$ cat config.mk
export PLATFORM = sky130hd
export DESIGN_NAME = window_buffer
export DESIGN_NICKNAME = d
export VERILOG_FILES = /design/src/feature_pkg.sv /design/src/window_buffer.sv
export SDC_FILE = /design/constraint.sdc
export NUM_CORES = 1
export LEC_CHECK = 0
export BUFFER_PORTS_ARGS = -buffer_cell sky130_fd_sc_hd__buf_4
export CORE_AREA = 2 2 256 258
export DETAILED_ROUTE_END_ITERATION = 10
export DIE_AREA = 0 0 258 260
export HOLD_SLACK_MARGIN = 0.02
export PLACE_DENSITY_LB_ADDON = 0.15
export SKIP_LAST_GASP = 1
export SLEW_MARGIN = 20
export SYNTH_ARGS = -nofsm -noshare
export SYNTH_HDL_FRONTEND = slang
export SYNTH_SLANG_ARGS = --single-unit
$ cat constraint.sdc
create_clock -name clk -period 3.7 [get_ports clk]
set_input_delay 0.74 -clock clk [delete_from_list [all_inputs] [get_ports clk]]
set_output_delay 0.74 -clock clk [all_outputs]
set_load 0.01 [all_outputs]
$ cat src/feature_pkg.sv
`default_nettype none

package feature_pkg;

    // Window geometry
    localparam int window_len    = 40;
    localparam int half_len      = window_len / 2;
    localparam int feature_count = 6;

    // Data widths
    localparam int sample_width  = 16;
    localparam int feature_width = 16;
    localparam int sum_width     = 32;
    localparam int acc_width     = 40;
    localparam int var_width     = 32;
    localparam int count_width   = 16;
    localparam int idx_width     = 6;

    // Slot of each feature in the output vector
    localparam int feat_mean   = 0;
    localparam int feat_stddev = 1;
    localparam int feat_min    = 2;
    localparam int feat_max    = 3;
    localparam int feat_range  = 4;
    localparam int feat_above  = 5;

    typedef logic [sample_width-1:0]  sample_t;
    typedef logic [feature_width-1:0] feature_t;

    // Sum of 40 samples needs 22 bits, kept at 32
    typedef logic [sum_width-1:0]     sum_t;

    // Sum of 40 squared deviations reaches about 2^37.3
    typedef logic [acc_width-1:0]     acc_t;

    typedef logic [var_width-1:0]     var_t;
    typedef logic [count_width-1:0]   count_t;
    typedef logic [idx_width-1:0]     idx_t;

endpackage

`default_nettype wire

$ cat src/window_buffer.sv
`timescale 1ns/100ps
`default_nettype none

module window_buffer (
    input  logic                 clk,
    input  logic                 rst,
    input  feature_pkg::sample_t sample,
    input  logic                 sample_valid,
    output feature_pkg::sample_t window [feature_pkg::window_len],
    output logic                 window_valid
);

    import feature_pkg::*;

    idx_t fill_idx;
    logic last_sample;

    // High while the next strobed sample closes the window
    assign last_sample = (fill_idx == idx_t'(window_len - 1));

    // Sample storage, written at the fill index
    always_ff @(posedge clk) begin
        if (sample_valid) begin
            window[fill_idx] <= sample;
        end
    end

    // Fill index and window strobe
    always_ff @(posedge clk or posedge rst) begin
        if (rst) begin
            fill_idx     <= '0;
            window_valid <= 1'b0;
        end else begin
            // Last entry lands on the same edge, so the window is whole with the strobe
            window_valid <= sample_valid && last_sample;
            if (sample_valid) begin
                if (last_sample) begin
                    fill_idx <= '0;
                end else begin
                    fill_idx <= fill_idx + 1'b1;
                end
            end
        end
    end

endmodule

`default_nettype wire
==> impl_metrics.py <==
metrics = {
    "layout": {
        "antennaDiodeCount": 0,
        "fin_cells": 2397,
        "drive_gt1_share_pct": 52.40,
        "layout.nets": 1510,
        "mostFrequentLayoutCell": "buf_4",
        "final_cell_mix": "buf_4 (693), edfxtp_1 (640), clkbuf_16 (72), nor2_1 (28), clkbuf_1 (17)",
        "area_delta_synth_final_pct": 42.68,
    },
    "global_routing": {
        "met3_usage_pct": 7.476,
        "grt-ovfl-total": 0,
        "grt_pass1_wl_um": 88600,
        "gr-max-usage-layer": "met2",
        "use_met2_pct": 33.23,
        "grt_max_degree": 41,
        "grt_usage_pct": 19.29,
        "grt.met1_usage_pct": 22.40,
        "first_global_vias": 10679,
        "antenna_found_initial": 2,
    },
    "timing": {
        "tns_ps": 0,
        "clock_skew_ps": 21.74,
        "timing.fmax_mhz": 435.7,
        "min_period_over_period_pct": 62.03,
        "setup-violations-final": 0,
        "fin_crit_ps": 2295,
        "finalMaxSlewViolations": 0,
        "final_hold_viol_count": 0,
        "relSlewSlack_pct": 39.73,
        "rsz0062_at_grt": "false",
        "worst_pin_slew_ps": 903.1,
    },
    "clock_network": {
        "htreeDepth": 3,
        "cts_buffers": 71,
        "cts_tree": "built",
        "cts-root-buf": "clkbuf_16",
        "post_cts_resized": 0,
        "clk_latency_ps": 600,
        "cts.sinks": 647,
        "clk_pin_slew_worst_paths_ps": 60,
        "clockBufferDepth": 3,
        "cts_setup_buffers": 0,
        "ctsHoldBuffers": 0,
    },
    "synthesis": {
        "synthesis.instances": 731,
        "syn_area_per_cell_um2": 27.13,
        "synthAdderAreaFrac_pct": 0.06310,
        "yosysSeqAreaShare_pct": 97.80,
        "synthXorXnorAreaFrac_pct": 0.1325,
        "synth_top_family_by_area": "simple AND/OR/NAND/NOR gates",
        "synth_nets": 751,
        "synth_cell_type_count": 26,
        "synth_seq_cells": 647,
        "synth-simple-area-share_pct": 1.458,
        "syn-cell-area_um2": 19830,
        "synthMuxAreaShare_pct": 0.1073,
        "synth_compound_area_share_pct": 0.09464,
        "ys_warn_count": 0,
    },
    "power_and_ir_drop": {
        "ir_drop_mv": 0.3682,
        "power_density_nw_per_um2": 586.6,
        "total_leakage_power_nw": 10.40,
        "p_total_w": 0.01660,
    },
    "route": {
        "postRouteAntennaNets": 0,
        "first_iter_violations": 694,
        "dr.pass1.iters": 4,
        "drcViolationCount": 0,
        "vias_per_cell": 4.393,
        "drt-total-wl_um": 66810,
        "vias": 10531,
        "wl_per_cell_um": 27.87,
    },
    "die": {
        "pin_count": 660,
        "die-area_um2": 67080,
        "core_area_um2": 64120,
        "fp.dieW_um": 258,
        "start_util_pct": 30.93,
        "die_h_um": 260,
        "rows": 93,
    },
    "placed_design": {
        "dp_cells": 2272,
        "port-buffer-count": 659,
        "dp_hpwl_um": 41160,
        "routabilityCongestion": 0.7771,
    },
    "run_status": {
        "status": "complete, no violations",
    },
    "critical_path": {
        "worst-setup-path-type": "flop to flop",
        "crit_path_start_kind": "flop",
        "worst-endpoint-required_ps": 3910,
        "startpoint": "fill_idx[3]",
        "path_max_fanout": 16,
        "reg2reg_from": "fill_idx[3]",
        "crit_path_end_kind": "flop",
        "cp.arrival_ps": 2510,
    },
    "worst_hold_path": {
        "hold_class": "primary input to asynchronous set/reset pin",
    },
    "job": {
        "cap_violations": 0,
    },
}
[routing by layer]
metal	vias to the layer above	part of all wire, %
met1	5529	38
met3	83	8.9
li1	4443	-
met5	-	0.019
met2	474	51
met4	2	2.4
[through the flow]
stage | utilization [%] | area, um^2 | setup slack, ps | hold slack [ps]
after floorplan | - | 19830 | 1298 | 543.4
after detailed placement | 40.68 | 26080 | 953.9 | 577.8
after CTS | 44.13 | 28290 | 1314 | 48.15
final | 44.13 | 28290 | 1405 | 86.71
after global routing | 44.13 | 28290 | 1214 | 75.75
after global placement | 40.68 | 26080 | 1052 | 547.7
[path summary, 6_finish.rpt]
| path | slack (ps) | depth (start not counted) | to |
|---|---|---|---|
| worst max-delay path | 1410 | 2 | window[591] |
| worst min-delay path | 90 | 2 | window_valid |
| worst max register to register | 1410 | 2 | window[591] |
| worst min register to register | 600 | 1 | fill_idx[4] |
| max in group asynchronous | 3400 | 2 | fill_idx[2] |
| min in group clk | 440 | 2 | fill_idx[0] |
[report_power, final]
part	internal (W)	leakage, nW	total [W]	switching (W)
registers	0.00843	5.85	0.00856	0.000133
logic	0.000391	3.47	0.00126	0.000867
clock network	0.00400	1.08	0.00678	0.00278
total	0.0128	10.4	0.0166	0.00378
[cell type report]
class / count / area [um^2]
Clock inverter: 36 / 347.8
Multi-Input combinational cell: 74 / 402.9
Sequential cell: 647 / 19390
Timing Repair Buffer: 693 / 5202
Tap cell: 855 / 1070
Inverter: 3 / 11.26
Fill cell: 5603 / 35820
Clock buffer: 89 / 1866
[cell families (layout without fill, tap and decap cells)]
logic type                 Yosys count  after routing
xor gates and xnor gates             3              3
and+or+nand+nor                     65             65
DFF                                647            647
adders and majority gates            1              1
muxes                                2              2
AOI/OAI and AO/OA                    3              3
buffers and inverters               10            821
[worst max-delay path: stages (launching register included)]
cell	delay [ps]
dfrtp_1	450
or3_1	680
nor2_2	790
[synth_stat cells]
master | count | area, um^2
or3_1 | 1 | 6.260
xor2_1 | 1 | 8.760
clkbuf_1 | 1 | 3.750
a21oi_1 | 1 | 5.000
buf_6 | 3 | 33.78
or2_1 | 1 | 6.260
or3b_2 | 1 | 8.760
nand2_1 | 7 | 26.28
nor2_1 | 42 | 157.7
or3b_1 | 1 | 8.760
edfxtp_1 | 640 | 19220
dfrtp_1 | 7 | 175.2
o21ai_0 | 1 | 5.000
buf_2 | 1 | 5.000
nor2b_1 | 3 | 18.77
xnor2_1 | 2 | 17.52
buf_4 | 2 | 15.01
ha_1 | 1 | 12.51
nand4_1 | 2 | 12.51
nor2_4 | 1 | 11.26
mux2_2 | 1 | 11.26
nand3b_1 | 1 | 7.510
mux2i_1 | 1 | 10.01
o21ai_2 | 1 | 8.760
inv_1 | 3 | 11.26
nand3_1 | 5 | 25.02
[registers in the layout (all words and copies together) (netlist names)]
name          count
window          640
fill_idx          6
window_valid      1
No activity file was read; power rests on OpenSTA's default activity.
