$ cat config.mk
export PLATFORM = sky130hd
export DESIGN_NAME = amplitude_stats
export DESIGN_NICKNAME = d
export VERILOG_FILES = /design/src/feature_pkg.sv /design/src/amplitude_stats.sv
export SDC_FILE = /design/constraint.sdc
export NUM_CORES = 2
export LEC_CHECK = 0
export BUFFER_PORTS_ARGS = -buffer_cell sky130_fd_sc_hd__buf_2
export CAP_MARGIN = 20
export CORE_MARGIN = 1.5
export CORE_UTILIZATION = 56
export CTS_CLUSTER_SIZE = 30
export DETAILED_ROUTE_END_ITERATION = 12
export GPL_TIMING_DRIVEN = 0
export PLACE_DENSITY_LB_ADDON = 0.2
export SYNTH_ARGS = -nofsm -noshare
export SYNTH_HDL_FRONTEND = slang
export SYNTH_SLANG_ARGS = --single-unit
export TNS_END_PERCENT = 100
$ cat constraint.sdc
create_clock -name clk -period 3.4 [get_ports clk]
set_input_delay 0.34 -clock clk [delete_from_list [all_inputs] [get_ports clk]]
set_output_delay 0.34 -clock clk [all_outputs]
set_load 0.05 [all_outputs]
$ cat src/feature_pkg.sv
`default_nettype none

package feature_pkg;

    // Window geometry
    localparam int window_len    = 40;
    localparam int half_len      = window_len / 2;
    localparam int feature_count = 6;

    // Data widths
    localparam int sample_width  = 16;
    localparam int feature_width = 16;
    localparam int sum_width     = 32;
    localparam int acc_width     = 40;
    localparam int var_width     = 32;
    localparam int count_width   = 16;
    localparam int idx_width     = 6;

    // Slot of each feature in the output vector
    localparam int feat_mean   = 0;
    localparam int feat_stddev = 1;
    localparam int feat_min    = 2;
    localparam int feat_max    = 3;
    localparam int feat_range  = 4;
    localparam int feat_above  = 5;

    typedef logic [sample_width-1:0]  sample_t;
    typedef logic [feature_width-1:0] feature_t;

    // Sum of 40 samples needs 22 bits, kept at 32
    typedef logic [sum_width-1:0]     sum_t;

    // Sum of 40 squared deviations reaches about 2^37.3
    typedef logic [acc_width-1:0]     acc_t;

    typedef logic [var_width-1:0]     var_t;
    typedef logic [count_width-1:0]   count_t;
    typedef logic [idx_width-1:0]     idx_t;

endpackage

`default_nettype wire

$ cat src/amplitude_stats.sv
`timescale 1ns/100ps
`default_nettype none

module amplitude_stats (
    input  logic                  clk,
    input  logic                  rst,
    input  feature_pkg::sample_t  window [feature_pkg::window_len],
    input  logic                  window_valid,
    output feature_pkg::feature_t min_value,
    output feature_pkg::feature_t max_value,
    output feature_pkg::feature_t range_value
);

    import feature_pkg::*;

    // Per-half extremes of the incoming window
    sample_t lo_min_next;
    sample_t lo_max_next;
    sample_t hi_min_next;
    sample_t hi_max_next;

    sample_t lo_min_s1;
    sample_t lo_max_s1;
    sample_t hi_min_s1;
    sample_t hi_max_s1;
    logic    valid_s1;

    sample_t min_s2;
    sample_t max_s2;
    logic    valid_s2;

    // Two independent compare trees of half_len entries each
    always_comb begin
        lo_min_next = window[0];
        lo_max_next = window[0];
        hi_min_next = window[half_len];
        hi_max_next = window[half_len];
        for (int i = 1; i < half_len; i++) begin
            if (window[i] < lo_min_next) begin
                lo_min_next = window[i];
            end
            if (window[i] > lo_max_next) begin
                lo_max_next = window[i];
            end
            if (window[half_len + i] < hi_min_next) begin
                hi_min_next = window[half_len + i];
            end
            if (window[half_len + i] > hi_max_next) begin
                hi_max_next = window[half_len + i];
            end
        end
    end

    // Stage enables, same depth as mean_std
    always_ff @(posedge clk or posedge rst) begin
        if (rst) begin
            valid_s1 <= 1'b0;
            valid_s2 <= 1'b0;
        end else begin
            valid_s1 <= window_valid;
            valid_s2 <= valid_s1;
        end
    end

    always_ff @(posedge clk) begin
        if (window_valid) begin
            lo_min_s1 <= lo_min_next;
            lo_max_s1 <= lo_max_next;
            hi_min_s1 <= hi_min_next;
            hi_max_s1 <= hi_max_next;
        end
        // Merge the halves
        if (valid_s1) begin
            min_s2 <= (lo_min_s1 < hi_min_s1) ? lo_min_s1 : hi_min_s1;
            max_s2 <= (lo_max_s1 > hi_max_s1) ? lo_max_s1 : hi_max_s1;
        end
        if (valid_s2) begin
            min_value   <= min_s2;
            max_value   <= max_s2;
            range_value <= max_s2 - min_s2;
        end
    end

endmodule

`default_nettype wire

==> results.json <==
{
  "status": "finished, violations left",
  "violations": "setup timing",
  "r2r_cells": 18,
  "async_reset_ff_share_pct": 1.370,
  "viasPerCell": 6.367,
  "synth_flop_cell": "edfxtp_1",
  "synth_area_leaders": "ha_1, edfxtp_1, mux2_2",
  "die_y_um": 306.6,
  "cts_buffers": 17,
  "grtUsageMet2_pct": 68.40,
  "gr-total-overflow": 0,
  "drive_gt1_share_pct": 34.06,
  "clock-sinks": 146,
  "crit_start": "window[628]",
  "finalHoldViolCount": 0,
  "cp-start-kind": "input port",
  "grt.met3_usage_pct": 8.436,
  "fp.dieW_um": 306.6,
  "synth_compound_area_share_pct": 25.58,
  "die-area_sq_mm": 0.09400,
  "critPathMaxFanout": 10,
  "syn_avg_cell_area_sq_um": 7.601,
  "synth_edf_count": 144,
  "crit_top_cell": "buf_4",
  "ys_seq_area_share_pct": 8.474,
  "clkTransAtPathRegs_ns": 0.06,
  "synthSimpleGateAreaFrac_pct": 16.61,
  "regToRegStartpoint": "min_s2[1]",
  "rows": 111,
  "worst_pin_slew_ns": 1.064,
  "critPathCaptureType": "flop",
  "grt_usage_pct": 42.25,
  "muxShareOfSynthArea_pct": 12.73,
  "syn-num-nets": 8563,
  "clkLatencyLatePin_ns": 0.43,
  "synth_cells": 6791,
  "core-area_sq_mm": 0.09152,
  "placedCellCount": 8670,
  "cpPeakStageDelay_ns": 0.52,
  "synthDistinctLibCells": 120,
  "hp-class": "input port to flop",
  "antenna_found_initial": 143,
  "critPathKind": "input port to flop",
  "grt_first_pass_wirelength_um": 315100,
  "cts_htree_levels": 4,
  "wl_per_cell_um": 22.84,
  "clockBufferDepth": 2,
  "reg2reg_slack_ns": -0.32,
  "fin_cells": 9422,
  "vias": 59990,
  "rsz0062_at_grt": "true",
  "fin_ws_ns": -40.30,
  "cp.required_ns": 3.62,
  "nets": 9884,
  "cts_tree": "done",
  "drtPass1Iterations": 8,
  "drc": 0,
  "yosysTopAreaCell": "ha_1",
  "post-dp-hpwl_um": 169000,
  "fmax_mhz": 22.88,
  "synth.cell_area_sq_mm": 0.05162,
  "ys_seq_elements": 146,
  "cap_violations": 0,
  "synth_top_family_by_area": "adder cells",
  "r2r-end": "range_value[15]",
  "drtAntennaViolNets": 0,
  "use_met1_pct": 53.43,
  "whs_path_depth": 1,
  "clock-root-buffer": "clkbuf_16",
  "initial_core_util_pct": 56.40,
  "synth_top_area_share_pct": 27.34,
  "gp_congestion": 1.048,
  "ys_warn_count": 0,
  "skew_ns": 0.01020,
  "slew_viol_final": 0,
  "drtIter0Drc": 5962,
  "setup.worst_path.end": "lo_max_s1[15]",
  "synthAdderAreaFrac_pct": 27.64,
  "cp_slowest_cell": "or4b_1",
  "fin_crit_sh_pct": 1285,
  "slew_headroom_pct": 28.42,
  "io_pins": 691,
  "cp.arrival_ns": 43.92,
  "routed_wl_um": 215200,
  "finalSetupViolations": 81,
  "fin_crit_ns": 43.70,
  "grt_max_degree": 49,
  "io_buffers": 690,
  "synth_xor_xnor_area_share_pct": 1.052,
  "area_delta_synth_final_pct": 34.75,
  "grt_pass1_vias": 56390,
  "gr-max-usage-layer": "met2"
}
## worst min path at each step
| stage | start | to | slack (ns) |
|---|---|---|---|
| 6_report | window_valid | valid_s1 | 0.27 |
| 3_5_place_dp | rst | valid_s1 | 0.22 |
| 3_3_place_gp | rst | valid_s2 | 0.22 |
| 2_1_floorplan | rst | valid_s1 | 0.08 |
| 4_1_cts | window_valid | valid_s1 | 0.26 |
| 5_1_grt | window[11] | hi_max_s1[11] | 0.27 |
## through the flow
step	TNS, ns	worst slack [ns]	utilization [%]	hold slack [ns]	cell area (sq um)
6_report	-2510.02	-40.30	76.00	0.2716	69550
5_1_grt	-2665.17	-41.90	75.89	0.2731	69460
4_1_cts	-2451.25	-38.93	72.70	0.2616	66540
3_5_place_dp	-2665.39	-43.96	65.33	0.2217	59800
3_3_place_gp	-2612.91	-43.23	65.27	0.2170	59740
2_1_floorplan	-2209.87	-36.55	-	0.08118	54800
## registers in the layout (all words and copies together), names as in the netlist
| signal | flops |
|---|---|
| valid_s2 | 1 |
| hi_min_s1 | 16 |
| range_value | 16 |
| lo_min_s1 | 16 |
| min_s2 | 16 |
| hi_max_s1 | 16 |
| valid_s1 | 1 |
| min_value | 16 |
| lo_max_s1 | 16 |
| max_s2 | 16 |
| max_value | 16 |
## worst max-delay path, delay by kind of cell
kind | cells | cell delay (ns)
AOI/OAI and AO/OA | 100 | 16.98
and+or+nand+nor | 74 | 10.62
muxes | 9 | 2.44
buffers and inverters | 67 | 9.02
adders and majority gates | 18 | 4.38
## per-layer routing
layer	up-vias	part of all wire (%)
met2	3268	44
met5	-	0.28
met3	885	10
li1	27730	-
met1	28010	39
met4	92	6.4
## what timing repair did
action | CTS | global route
hold endpoints to repair | 2 | 0
setup endpoints to repair | 83 | 84
resized for setup | 548 | 378
hold buffers | 1 | 0
setup buffers | 432 | 151
pin swaps | 262 | 243
cloned | 24 | 5
## logic make-up after synthesis
group           after synthesis
compound gates             2055
xor+xnor                     62
buf+inv                    1073
simple gates               1706
flops                       146
mux                         607
fa+ha+maj                  1142
## cells in the final DEF (no fill, tap or decap), types with 56 or more instances in the layout
master,n
nor2b_1,153
inv_2,73
buf_4,582
mux2_4,56
a21oi_2,157
inv_1,769
nand4_1,193
nand2_1,368
nor3_1,83
diode_2,111
a21o_1,290
nand3_1,75
o21ai_1,121
ha_4,119
nand2b_1,136
o211ai_1,57
edfxtp_1,144
buf_2,686
ha_1,1004
o21a_1,60
a21oi_1,419
mux2_2,321
o21ai_0,335
mux2i_1,182
nor2_1,370
## cells in the mapped netlist, types with 101 or more instances
master    number
a21o_1       293
a21oi_1      611
clkbuf_1     169
edfxtp_1     144
ha_1        1128
inv_1        864
mux2_2       375
mux2i_1      219
nand2_1      407
nand2b_1     138
nand4_1      193
nor2_1       415
nor2b_1      157
nor3_1       101
o21ai_0      517
## area by class of cell
type / instances / area, sq um
Clock buffer: 19 / 432.9
Clock inverter: 13 / 87.58
Inverter: 864 / 3346
Buffer: 205 / 2258
Antenna cell: 111 / 277.8
Multi-Input combinational cell: 5575 / 48760
Sequential cell: 146 / 4375
Timing Repair Buffer: 1303 / 8531
Fill cell: 6801 / 21970
Tap cell: 1186 / 1484
Power is left out: the tool's default activity adds up to more than one toggle a clock period on the data nets, which glitch-free logic cannot reach.
