<file path="src/feature_pkg.sv">
`default_nettype none

package feature_pkg;

    // Window geometry
    localparam int window_len    = 40;
    localparam int half_len      = window_len / 2;
    localparam int feature_count = 6;

    // Data widths
    localparam int sample_width  = 16;
    localparam int feature_width = 16;
    localparam int sum_width     = 32;
    localparam int acc_width     = 40;
    localparam int var_width     = 32;
    localparam int count_width   = 16;
    localparam int idx_width     = 6;

    // Slot of each feature in the output vector
    localparam int feat_mean   = 0;
    localparam int feat_stddev = 1;
    localparam int feat_min    = 2;
    localparam int feat_max    = 3;
    localparam int feat_range  = 4;
    localparam int feat_above  = 5;

    typedef logic [sample_width-1:0]  sample_t;
    typedef logic [feature_width-1:0] feature_t;

    // Sum of 40 samples needs 22 bits, kept at 32
    typedef logic [sum_width-1:0]     sum_t;

    // Sum of 40 squared deviations reaches about 2^37.3
    typedef logic [acc_width-1:0]     acc_t;

    typedef logic [var_width-1:0]     var_t;
    typedef logic [count_width-1:0]   count_t;
    typedef logic [idx_width-1:0]     idx_t;

endpackage

`default_nettype wire

</file>
<file path="src/feature_frame.sv">
`timescale 1ns/100ps
`default_nettype none

module feature_frame (
    input  logic                  clk,
    input  logic                  rst,
    input  feature_pkg::feature_t mean,
    input  feature_pkg::feature_t stddev,
    input  feature_pkg::feature_t above_count,
    input  feature_pkg::feature_t min_value,
    input  feature_pkg::feature_t max_value,
    input  feature_pkg::feature_t range_value,
    input  logic                  stats_valid,
    output feature_pkg::feature_t features [feature_pkg::feature_count],
    output logic                  features_valid,
    output feature_pkg::count_t   window_count
);

    import feature_pkg::*;

    always_ff @(posedge clk or posedge rst) begin
        if (rst) begin
            for (int i = 0; i < feature_count; i++) begin
                features[i] <= '0;
            end
            features_valid <= 1'b0;
            window_count   <= '0;
        end else begin
            features_valid <= stats_valid;
            if (stats_valid) begin
                features[feat_mean]   <= mean;
                features[feat_stddev] <= stddev;
                features[feat_min]    <= min_value;
                features[feat_max]    <= max_value;
                features[feat_range]  <= range_value;
                features[feat_above]  <= above_count;
                // Counter wraps, first frame reads 1
                window_count <= window_count + 1'b1;
            end
        end
    end

endmodule

`default_nettype wire

</file>
<file path="config.mk">
export PLATFORM = sky130hd
export DESIGN_NAME = feature_frame
export DESIGN_NICKNAME = d
export VERILOG_FILES = /design/src/feature_pkg.sv /design/src/feature_frame.sv
export SDC_FILE = /design/constraint.sdc
export NUM_CORES = 1
export LEC_CHECK = 0
export CAP_MARGIN = 20
export CORE_MARGIN = 2
export CORE_UTILIZATION = 35
export DETAILED_ROUTE_END_ITERATION = 7
export DONT_BUFFER_PORTS = 1
export SETUP_SLACK_MARGIN = 0.3
export SYNTH_ARGS = -nofsm -noshare
export SYNTH_HDL_FRONTEND = slang
export SYNTH_SLANG_ARGS = --single-unit
</file>
<file path="constraint.sdc">
create_clock -name clk -period 5.6 [get_ports clk]
set_clock_uncertainty 0.05 [all_clocks]
set_input_delay 0.56 -clock clk [delete_from_list [all_inputs] [get_ports clk]]
set_output_delay 0.56 -clock clk [all_outputs]
set_load 0.01 [all_outputs]
</file>
==> impl_metrics.tcl, run 1 <==
set metrics [dict create \
    status "completed" \
    slew_headroom_pct 49.7 \
    p_seq_share_pct 47.6 \
    rows 40 \
    synth_edf_count 0 \
    firstDrtPassIters 4 \
    rsz0062_at_grt "no" \
    p_per_area_nw_per_um2 442 \
    routabilityCongestion 0.694 \
    grt_remaining_overflow 0 \
    drive_above_1_share_pct 47.7 \
    syn_nets 365 \
    critPathKind "register to primary output" \
    wl_per_cell_microns 18.5 \
    fp.dieArea_sq_um 13200 \
    syn_area_sq_um 4310 \
    antenna_found_initial 0 \
    worstSetupStartpointType "register" \
    clock_latency_ns 0.41 \
    synthCells 265 \
    yosys-top-cells-area "dfrtp_1 66%, mux2_2 25%, xor2_1 1.8%" \
    r2r-start "window_count[0]" \
    io_pins 212 \
    r2r_end "window_count[8]" \
    combPwrFrac_pct 6.3 \
    ctsResizeCount 0 \
    grt_util_all_layers_pct 12.6 \
    grt_pass1_vias 2363 \
    ys.flop_type "dfrtp_1" \
    synth_top_area_share_pct 65.7 \
    die_h_microns 115 \
    min_path_type "input pin to async pin" \
    period_share_pct 27.5 \
    clk_path_buf_depth 2 \
    synth_seq_cells 113 \
    synth.distinct_cells 16 \
    seq_area_frac_synth_pct 65.7 \
    cts_setup_buffers 0 \
    crit_end "window_count[3]" \
    synth_common_cells "113 x dfrtp_1, 97 x mux2_2, 11 x buf_2" \
    reg2reg_slack_ns 4.16 \
    ir_drop_mv 0.189 \
    leakage_nw 2.14 \
    numCtsBuffers 17 \
    slew_violations 0 \
    period_needed_ns 1.54 \
    async_reset_ff_share_pct 100 \
    num_vias 2208 \
    cp_data_required_time_ns 4.99 \
    cts.hold.buffers_added 0 \
    place_hpwl_microns 5450 \
    hold_slack_ns 0.0461 \
    routed_wl_microns 8020 \
    synth_most_common_cell "dfrtp_1" \
    area_growth_pct 16.5 \
    grt_first_pass_wirelength_microns 12200 \
    setup_viol 0 \
    worstMarginPinSlew_ns 0.754 \
    final_hold_viol_count 0 \
    total_power_w 0.00222 \
    synth_top_cell_by_area "dfrtp_1" \
    antenna_left 0 \
    clock-sinks 113 \
    die_w_microns 115 \
    ys_warn_count 0 \
    worst-path-stages 0 \
    cts_tree "yes" \
    cts-root-buf "clkbuf_16" \
    fmaxAchievable_mhz 648 \
    start_util_pct 35.8 \
    final_nets 374 \
    cell_internal_pwr_w 0.00165 \
    syn_avg_cell_area_sq_um 16.2 \
    htree_levels 4 \
    crit_fanout 6 \
    switching_share_pct 25.7 \
    endpoint_kind "primary output" \
    pwr-share-clk_pct 46.1 \
    p_switching_w 0.000570 \
    drv_cap 0 \
    clk_pin_slew_ns 0.05 \
    vias_per_cell 5.09 \
    cp-startpoint "window_count[3]" \
    setup_tns_ns 0 \
    n_antenna_cell 0 \
    fp.coreArea_sq_um 12000 \
    drt_iter0_drc 58 \
    cp.arrival_ns 0.93 \
    drc_errors 0 \
    ff2ff_path_depth 4 \
    io_buffer_count 0 \
    nFillCells 1082 \
    grt_max_degree 105 \
]
-- layout by cell type (no fill, tap or decap) --
cell	n
clkinvlp_4	5
ha_1	1
nand4_2	1
and3_1	1
dfrtp_1	113
nand2_1	6
inv_4	1
buf_4	1
nand4_1	4
nand4_4	1
inv_1	2
nor4_2	4
clkbuf_16	17
clkinv_4	2
nor2_1	2
xnor2_1	6
bufinv_16	2
xor2_1	9
clkinv_2	6
nand3_1	2
nor3_1	4
mux2_2	97
-- sequential cells by signal (all words and copies together), names as in the netlist --
| signal | count |
|---|---|
| window_count | 16 |
| features_valid | 1 |
| features | 96 |
-- per-stage QoR --
| step | util (%) | worst slack [ns] | cells | instance area (sq um) |
|---|---|---|---|---|
| after floorplan | - | 2.00 | 265 | 4310 |
| after global placement | 37.0 | 3.75 | 402 | 4440 |
| after detailed placement | 37.0 | 3.69 | 402 | 4440 |
| after CTS | 41.8 | 4.02 | 434 | 5010 |
| after global routing | 41.8 | 3.95 | 434 | 5010 |
| final | 41.8 | 4.06 | 434 | 5010 |
-- per-layer routing --
layer / share of wire, % / GRT usage [%] / wire length [microns] / up-vias
met5: 0 / 0 / 0 / -
met4: 2.1 / 8.19 / 166 / 0
met3: 11 / 7.12 / 886 / 16
met2: 50 / 19.3 / 4000 / 134
met1: 37 / 13.2 / 2960 / 1103
li1: - / - / - / 955
-- worst reg2reg max path, cell delays in order (launching register included) --
cell     delay [ns]
dfrtp_1        0.49
ha_1           0.28
nand3_1        0.17
nor3_1         0.21
xor2_1         0.17
-- power by group through the flow --
| stage | clock [W] | combinational (W) | sequential [W] |
|---|---|---|---|
| 5_1_grt | 0.00109 | 0.000157 | 0.00107 |
| 3_3_place_gp | 0 | 0.000136 | 0.00107 |
| 3_5_place_dp | 0 | 0.000146 | 0.00107 |
| 6_report | 0.00102 | 0.000140 | 0.00106 |
| 2_1_floorplan | 0 | 0.000135 | 0.00104 |
| 4_1_cts | 0.00105 | 0.000144 | 0.00106 |
-- logic make-up (layout without fill, tap and decap cells) --
| family | count (synthesis) | in the layout | share of synthesized area, % |
|---|---|---|---|
| muxes | 97 | 97 | 25.4 |
| DFF | 113 | 113 | 65.7 |
| adders and majority gates | 1 | 1 | 0.291 |
| and+or+nand+nor | 25 | 25 | 4.07 |
| xor gates and xnor gates | 15 | 15 | 3.05 |
| buffers and inverters | 14 | 36 | 1.54 |
-- worst min path at each step --
stage / from / endpoint / slack [ns] / depth (start not counted)
floorplan: window_count[15] / window_count[15] / 0.45 / 1
global placement: rst / features[62] / 0.50 / 1
detailed placement: rst / features[62] / 0.50 / 1
CTS: rst / features[62] / 0.05 / 1
global route: rst / features[62] / 0.09 / 1
finish: rst / features[62] / 0.05 / 1
-- area by class of cell --
cell class	instances	area, sq um	share of cell area, %
Sequential cell	113	2830	56.4
Multi-Input combinational cell	138	1410	28.1
Clock buffer	17	425	8.48
Tap cell	147	184	3.67
Clock inverter	15	145	2.89
Inverter	3	13.8	0.274
Timing Repair Buffer	1	7.51	0.150
(Power assumes the default switching activity.)
==> run 2, diff against run 1 <==
- clock period: 5.6 -> 1.6 ns (I/O delays scaled with it)
==> impl_metrics.tcl, run 2 (same netlist as run 1, synthesis figures left out) <==
set metrics [dict create \
    status "complete, but fails checks" \
    violations "hold timing" \
    endpoint_kind "register" \
    crit_fanout 4 \
    rsz0062_at_grt "yes" \
    die_w_microns 115 \
    top_regs "features: 96 flops, window_count: 16 flops, features_valid: 1 flops" \
    largest_reg_flops 96 \
    grt_util_all_layers_pct 14.7 \
    start_util_pct 35.8 \
    setup_tns_ns 0 \
    total_power_w 0.00831 \
    final_nets 477 \
    antenna_found_initial 0 \
    firstDrtPassIters 4 \
    setup_viol 0 \
    area_growth_pct 42.7 \
    use_met3_pct 8.22 \
    fmaxAchievable_mhz 791 \
    critPathKind "register to register" \
    antenna_left 0 \
    worstSetupStartpointType "register" \
    r2r-start "window_count[12]" \
    hold_end "window_count[0]" \
    slew_headroom_pct 61.1 \
    clk_pin_slew_ns 0.05 \
    top_usage_layer "met2" \
    hold_slack_ns -0.205 \
    p_per_area_nw_per_um2 1350 \
    period_needed_ns 1.26 \
    ir_drop_mv 0.690 \
    use_met2_pct 24.2 \
    final_common_cell "dfrtp_1" \
    drc_errors 0 \
    ff2ff_path_depth 3 \
    cp_data_required_time_ns 1.88 \
    clock-sinks 113 \
    fp.dieArea_sq_um 13200 \
    vias_per_cell 4.89 \
    r2r_end "window_count[15]" \
    final_hold_viol_count 48 \
    place_hpwl_microns 5540 \
    met1_usage_pct 15.3 \
    reg2reg_slack_ns 0.34 \
    rows 40 \
    final_core_utilization_pct 51.2 \
    drv_cap 0 \
    drt_iter0_drc 100 \
    period_share_pct 79.0 \
    hold_start "stats_valid" \
    largest_register "features" \
    layout_common_cells "106 x dfrtp_1, 97 x mux2_2, 97 x dlygate4sd3_1" \
    grt_pass1_vias 2905 \
    die_h_microns 115 \
    num_vias 2626 \
    fp.coreArea_sq_um 12000 \
    routabilityCongestion 0.717 \
    clock_latency_ns 0.41 \
    cp.arrival_ns 1.54 \
    numCtsBuffers 17 \
    routed_wl_microns 9470 \
    hold_depth 1 \
    n_antenna_cell 0 \
    min_path_type "input pin to register" \
    clk_path_buf_depth 2 \
    cts_tree "yes" \
    wl_per_cell_microns 17.6 \
    io_pins 212 \
    drive_above_1_share_pct 39.5 \
    cts-root-buf "clkbuf_16" \
    cts.hold.buffers_added 97 \
    worstMarginPinSlew_ns 0.584 \
    slew_violations 0 \
    grt_remaining_overflow 0 \
    leakage_nw 2.60 \
    grt_max_degree 114 \
    htree_levels 4 \
    io_buffer_count 0 \
    grt_first_pass_wirelength_microns 14600 \
]
run 2: changes by cell type in the layout (fill, tap and decap cells not counted), moves of 2 or more:
| cell | change |
|---|---|
| dlygate4sd3_1 | +97 |
| nor3_1 | -2 |
| dfrtp_1 | -7 |
| nor4_4 | +2 |
| nor3_2 | +2 |
| dfrtp_2 | +7 |
| buf_4 | +4 |
| nor4_2 | -2 |
run 2: timing repair:
action | CTS | global route
gates cloned | 0 | 1
endpoints found under the setup margin | 11 | 8
buffers inserted | 1 | 0
resized for setup | 11 | 4
endpoints found under the hold margin | 216 | 100
pin swaps | 0 | 2
run 2: layout make-up:
class | count | area (sq um)
clock buffers | 18 | 439
clock inverters | 14 | 164
fillers | 993 | 5870
inverters | 3 | 15.0
multi-input cells | 139 | 1480
flip-flops and latches | 113 | 2840
well taps | 147 | 184
repair buffers | 103 | 1030
run 2: metrics by stage:
step / setup slack (ns) / instance area (sq um) / hold WS, ns / cells
floorplan: 0.0186 / 4310 / 0.141 / 265
global placement: 0.253 / 4490 / 0.162 / 406
detailed placement: 0.195 / 4490 / 0.158 / 406
CTS: 0.307 / 6100 / -0.279 / 536
global route: 0.269 / 6140 / -0.294 / 537
finish: 0.336 / 6140 / -0.205 / 537
run 2: metal layers:
layer  share of wire [%]  wire length [microns]
met5                   0                      0
met4                 2.3                    217
met3                  10                    951
met2                  51                   4860
met1                  36                   3440
run 2: worst max-delay path by stage:
stage	from	endpoint	cells after the start
3_5_place_dp	window_count[0]	window_count[10]	4
4_1_cts	window_count[0]	window_count[6]	4
3_3_place_gp	window_count[0]	window_count[6]	4
6_report	window_count[12]	window_count[15]	3
2_1_floorplan	rst	features[0]	1
5_1_grt	window_count[12]	window_count[15]	3
run 2: report_power, final:
part           switching [W]  internal, W  total [W]  leakage (nW)
sequential          0.000483      0.00320    0.00369          1.33
combinational       0.000294     0.000537   0.000831         0.981
clock                0.00131      0.00248    0.00379         0.292
run 2: worst max-delay path, stage by stage, from the launching register on:
cell,delay (ns)
dfrtp_1,0.47
nand4_1,0.22
nor4_2,0.28
xor2_1,0.17
==> run 3, diff against run 2 <==
- ABC_AREA: not set -> 1
- clock period: 1.6 -> 1.27 ns (I/O delays scaled with it)
==> impl_metrics.tcl, run 3 <==
set metrics [dict create \
    status "complete, but fails checks" \
    violations "hold timing" \
    slew_violations 0 \
    ys_warn_count 0 \
    async_reset_ff_share_pct 100 \
    die_w_microns 116 \
    clock_latency_ns 0.41 \
    endpoint_kind "register" \
    fmaxAchievable_mhz 802 \
    worstMarginPinSlew_ns 0.456 \
    total_power_w 0.0110 \
    drt_iter0_drc 161 \
    firstDrtPassIters 4 \
    reg2reg_slack_ns 0.02 \
    use_met2_pct 25.9 \
    hold_depth 0 \
    grt_max_degree 103 \
    cts_tree "yes" \
    top_usage_layer "met2" \
    hold_start "stats_valid" \
    synth_seq_cells 113 \
    drc_errors 0 \
    n_antenna_cell 0 \
    wl_per_cell_microns 16.9 \
    final_cells 609 \
    synth_most_common_cell "dfrtp_1" \
    fp.coreArea_sq_um 12200 \
    htree_levels 4 \
    dp_cells 472 \
    place_hpwl_microns 6160 \
    syn_area_sq_um 4400 \
    synth_top_area_share_pct 64.2 \
    period_needed_ns 1.25 \
    min_path_type "input pin to register" \
    place_area_sq_um 4690 \
    grt_pass1_vias 3144 \
    drive_above_1_share_pct 42.0 \
    critPathKind "register to register" \
    io_pins 212 \
    routabilityCongestion 0.771 \
    grt_util_all_layers_pct 15.7 \
    p_per_area_nw_per_um2 1700 \
    ys.flop_type "dfrtp_1" \
    use_met3_pct 8.10 \
    synthCells 299 \
    hold_slack_ns -0.288 \
    cts.hold.buffers_added 97 \
    cp.arrival_ns 1.49 \
    setup_viol 0 \
    grt_remaining_overflow 0 \
    antenna_left 0 \
    r2r_end "window_count[12]" \
    start_util_pct 36.2 \
    routed_wl_microns 10300 \
    synth_common_cells "113 x dfrtp_1, 97 x mux2_2, 26 x nand2_1" \
    synth.distinct_cells 21 \
    rsz0062_at_grt "yes" \
    clk_path_buf_depth 2 \
    top_regs "features: 96 flops, window_count: 16 flops, features_valid: 1 flops" \
    yosys-top-cells-area "dfrtp_1 64%, mux2_2 25%, nand2_1 2.2%" \
    final_nets 528 \
    syn_nets 399 \
    worstSetupStartpointType "register" \
    syn_avg_cell_area_sq_um 14.7 \
    largest_register "features" \
    cp-startpoint "window_count[1]" \
    slew_headroom_pct 69.5 \
    largest_reg_flops 96 \
    setup_tns_ns 0 \
    clock-sinks 113 \
    r2r-start "window_count[1]" \
    grt_first_pass_wirelength_microns 15800 \
    crit_fanout 3 \
    synth_edf_count 0 \
    numCtsBuffers 17 \
    rows 40 \
    vias_per_cell 4.67 \
    period_share_pct 98.2 \
    cp_data_required_time_ns 1.51 \
    fp.dieArea_sq_um 13500 \
    final_hold_viol_count 105 \
    cts-root-buf "clkbuf_16" \
    hold_end "features_valid" \
    ff2ff_path_depth 6 \
    num_vias 2842 \
    met1_usage_pct 16.8 \
    synth_top_cell_by_area "dfrtp_1" \
    area_growth_pct 47.2 \
    final_common_cell "dfrtp_1" \
    drv_cap 0 \
    seq_area_frac_synth_pct 64.2 \
    final_core_utilization_pct 53.3 \
    antenna_found_initial 0 \
    die_h_microns 116 \
    leakage_nw 2.74 \
    layout_common_cells "106 x dfrtp_1, 97 x dlygate4sd3_1, 96 x mux2_2" \
    io_buffer_count 0 \
    clk_pin_slew_ns 0.05 \
    finish.instance_area_sq_um 6480 \
    ir_drop_mv 1.06 \
]
## run 3: changes by cell type after synthesis, sizes merged, moves of 2 or more
cell and delta:
nand3 +4, inv +8, nor2 +13, nor3 -4
a21oi +3, xor2 -7, nand4 -2, nand2 +22
nor4 -4
## run 3: worst max-delay path, cell delays in order (launching register included)
cell and delay (ns):
dfrtp_1 0.40, ha_4 0.17, nand3_4 0.10, nor2_4 0.15
nand2_2 0.09, o21ai_1 0.12, nand2_1 0.06
## run 3: cell type report
type | count | area [sq um]
tap | 168 | 210
inverter | 11 | 47.5
clock inverter | 13 | 161
timing repair buffer | 121 | 1240
sequential | 113 | 2840
clock buffer | 19 | 443
multi-input combinational | 164 | 1550
fill | 983 | 5680
## run 3: worst max-delay path by stage
stage | to | cells past startpoint
after floorplan | features[0] | 1
after global placement | window_count[2] | 5
after detailed placement | window_count[14] | 6
after CTS | window_count[15] | 7
after global routing | window_count[12] | 6
final | window_count[12] | 6
## run 3: cells by family after synthesis
| logic type | after synthesis | share of synthesized area [%] |
|---|---|---|
| adder cells (fa/ha/maj) | 1 | 0.284 |
| buffers and inverters | 22 | 2.76 |
| flip-flops | 113 | 64.2 |
| XOR/XNOR | 7 | 1.39 |
| AO/OA/AOI/OAI | 4 | 0.454 |
| multiplexers | 97 | 24.8 |
| AND/OR/NAND/NOR | 55 | 6.11 |
## run 3: report_power, final
part | switching [W] | internal [W] | leakage, nW
combinational | 0.000652 | 0.000998 | 1.12
clock | 0.00169 | 0.00313 | 0.285
sequential | 0.000536 | 0.00404 | 1.33
## run 3: stage by stage
step	worst slack, ns	hold slack [ns]
4_1_cts	0.0397	-0.315
2_1_floorplan	-0.278	0.108
3_5_place_dp	0.0247	-0.0228
5_1_grt	-0.0840	-0.303
3_3_place_gp	0.0734	-0.0279
6_report	0.0225	-0.288
## run 3: per-layer routing
layer  share of wire, %  wire (microns)  up-vias
li1                   -               -     1277
met1                 37            3780     1404
met2                 52            5350      144
met3                9.2             949       17
met4                1.8             184        0
met5                  0               0        -
## run 3: what timing repair did
action / 4_1_cts / 5_1_grt
buffers inserted: 3 / 5
endpoints found under the setup margin: 128 / 128
endpoints found under the hold margin: 225 / 103
pin swaps: 9 / 7
resized for setup: 29 / 18
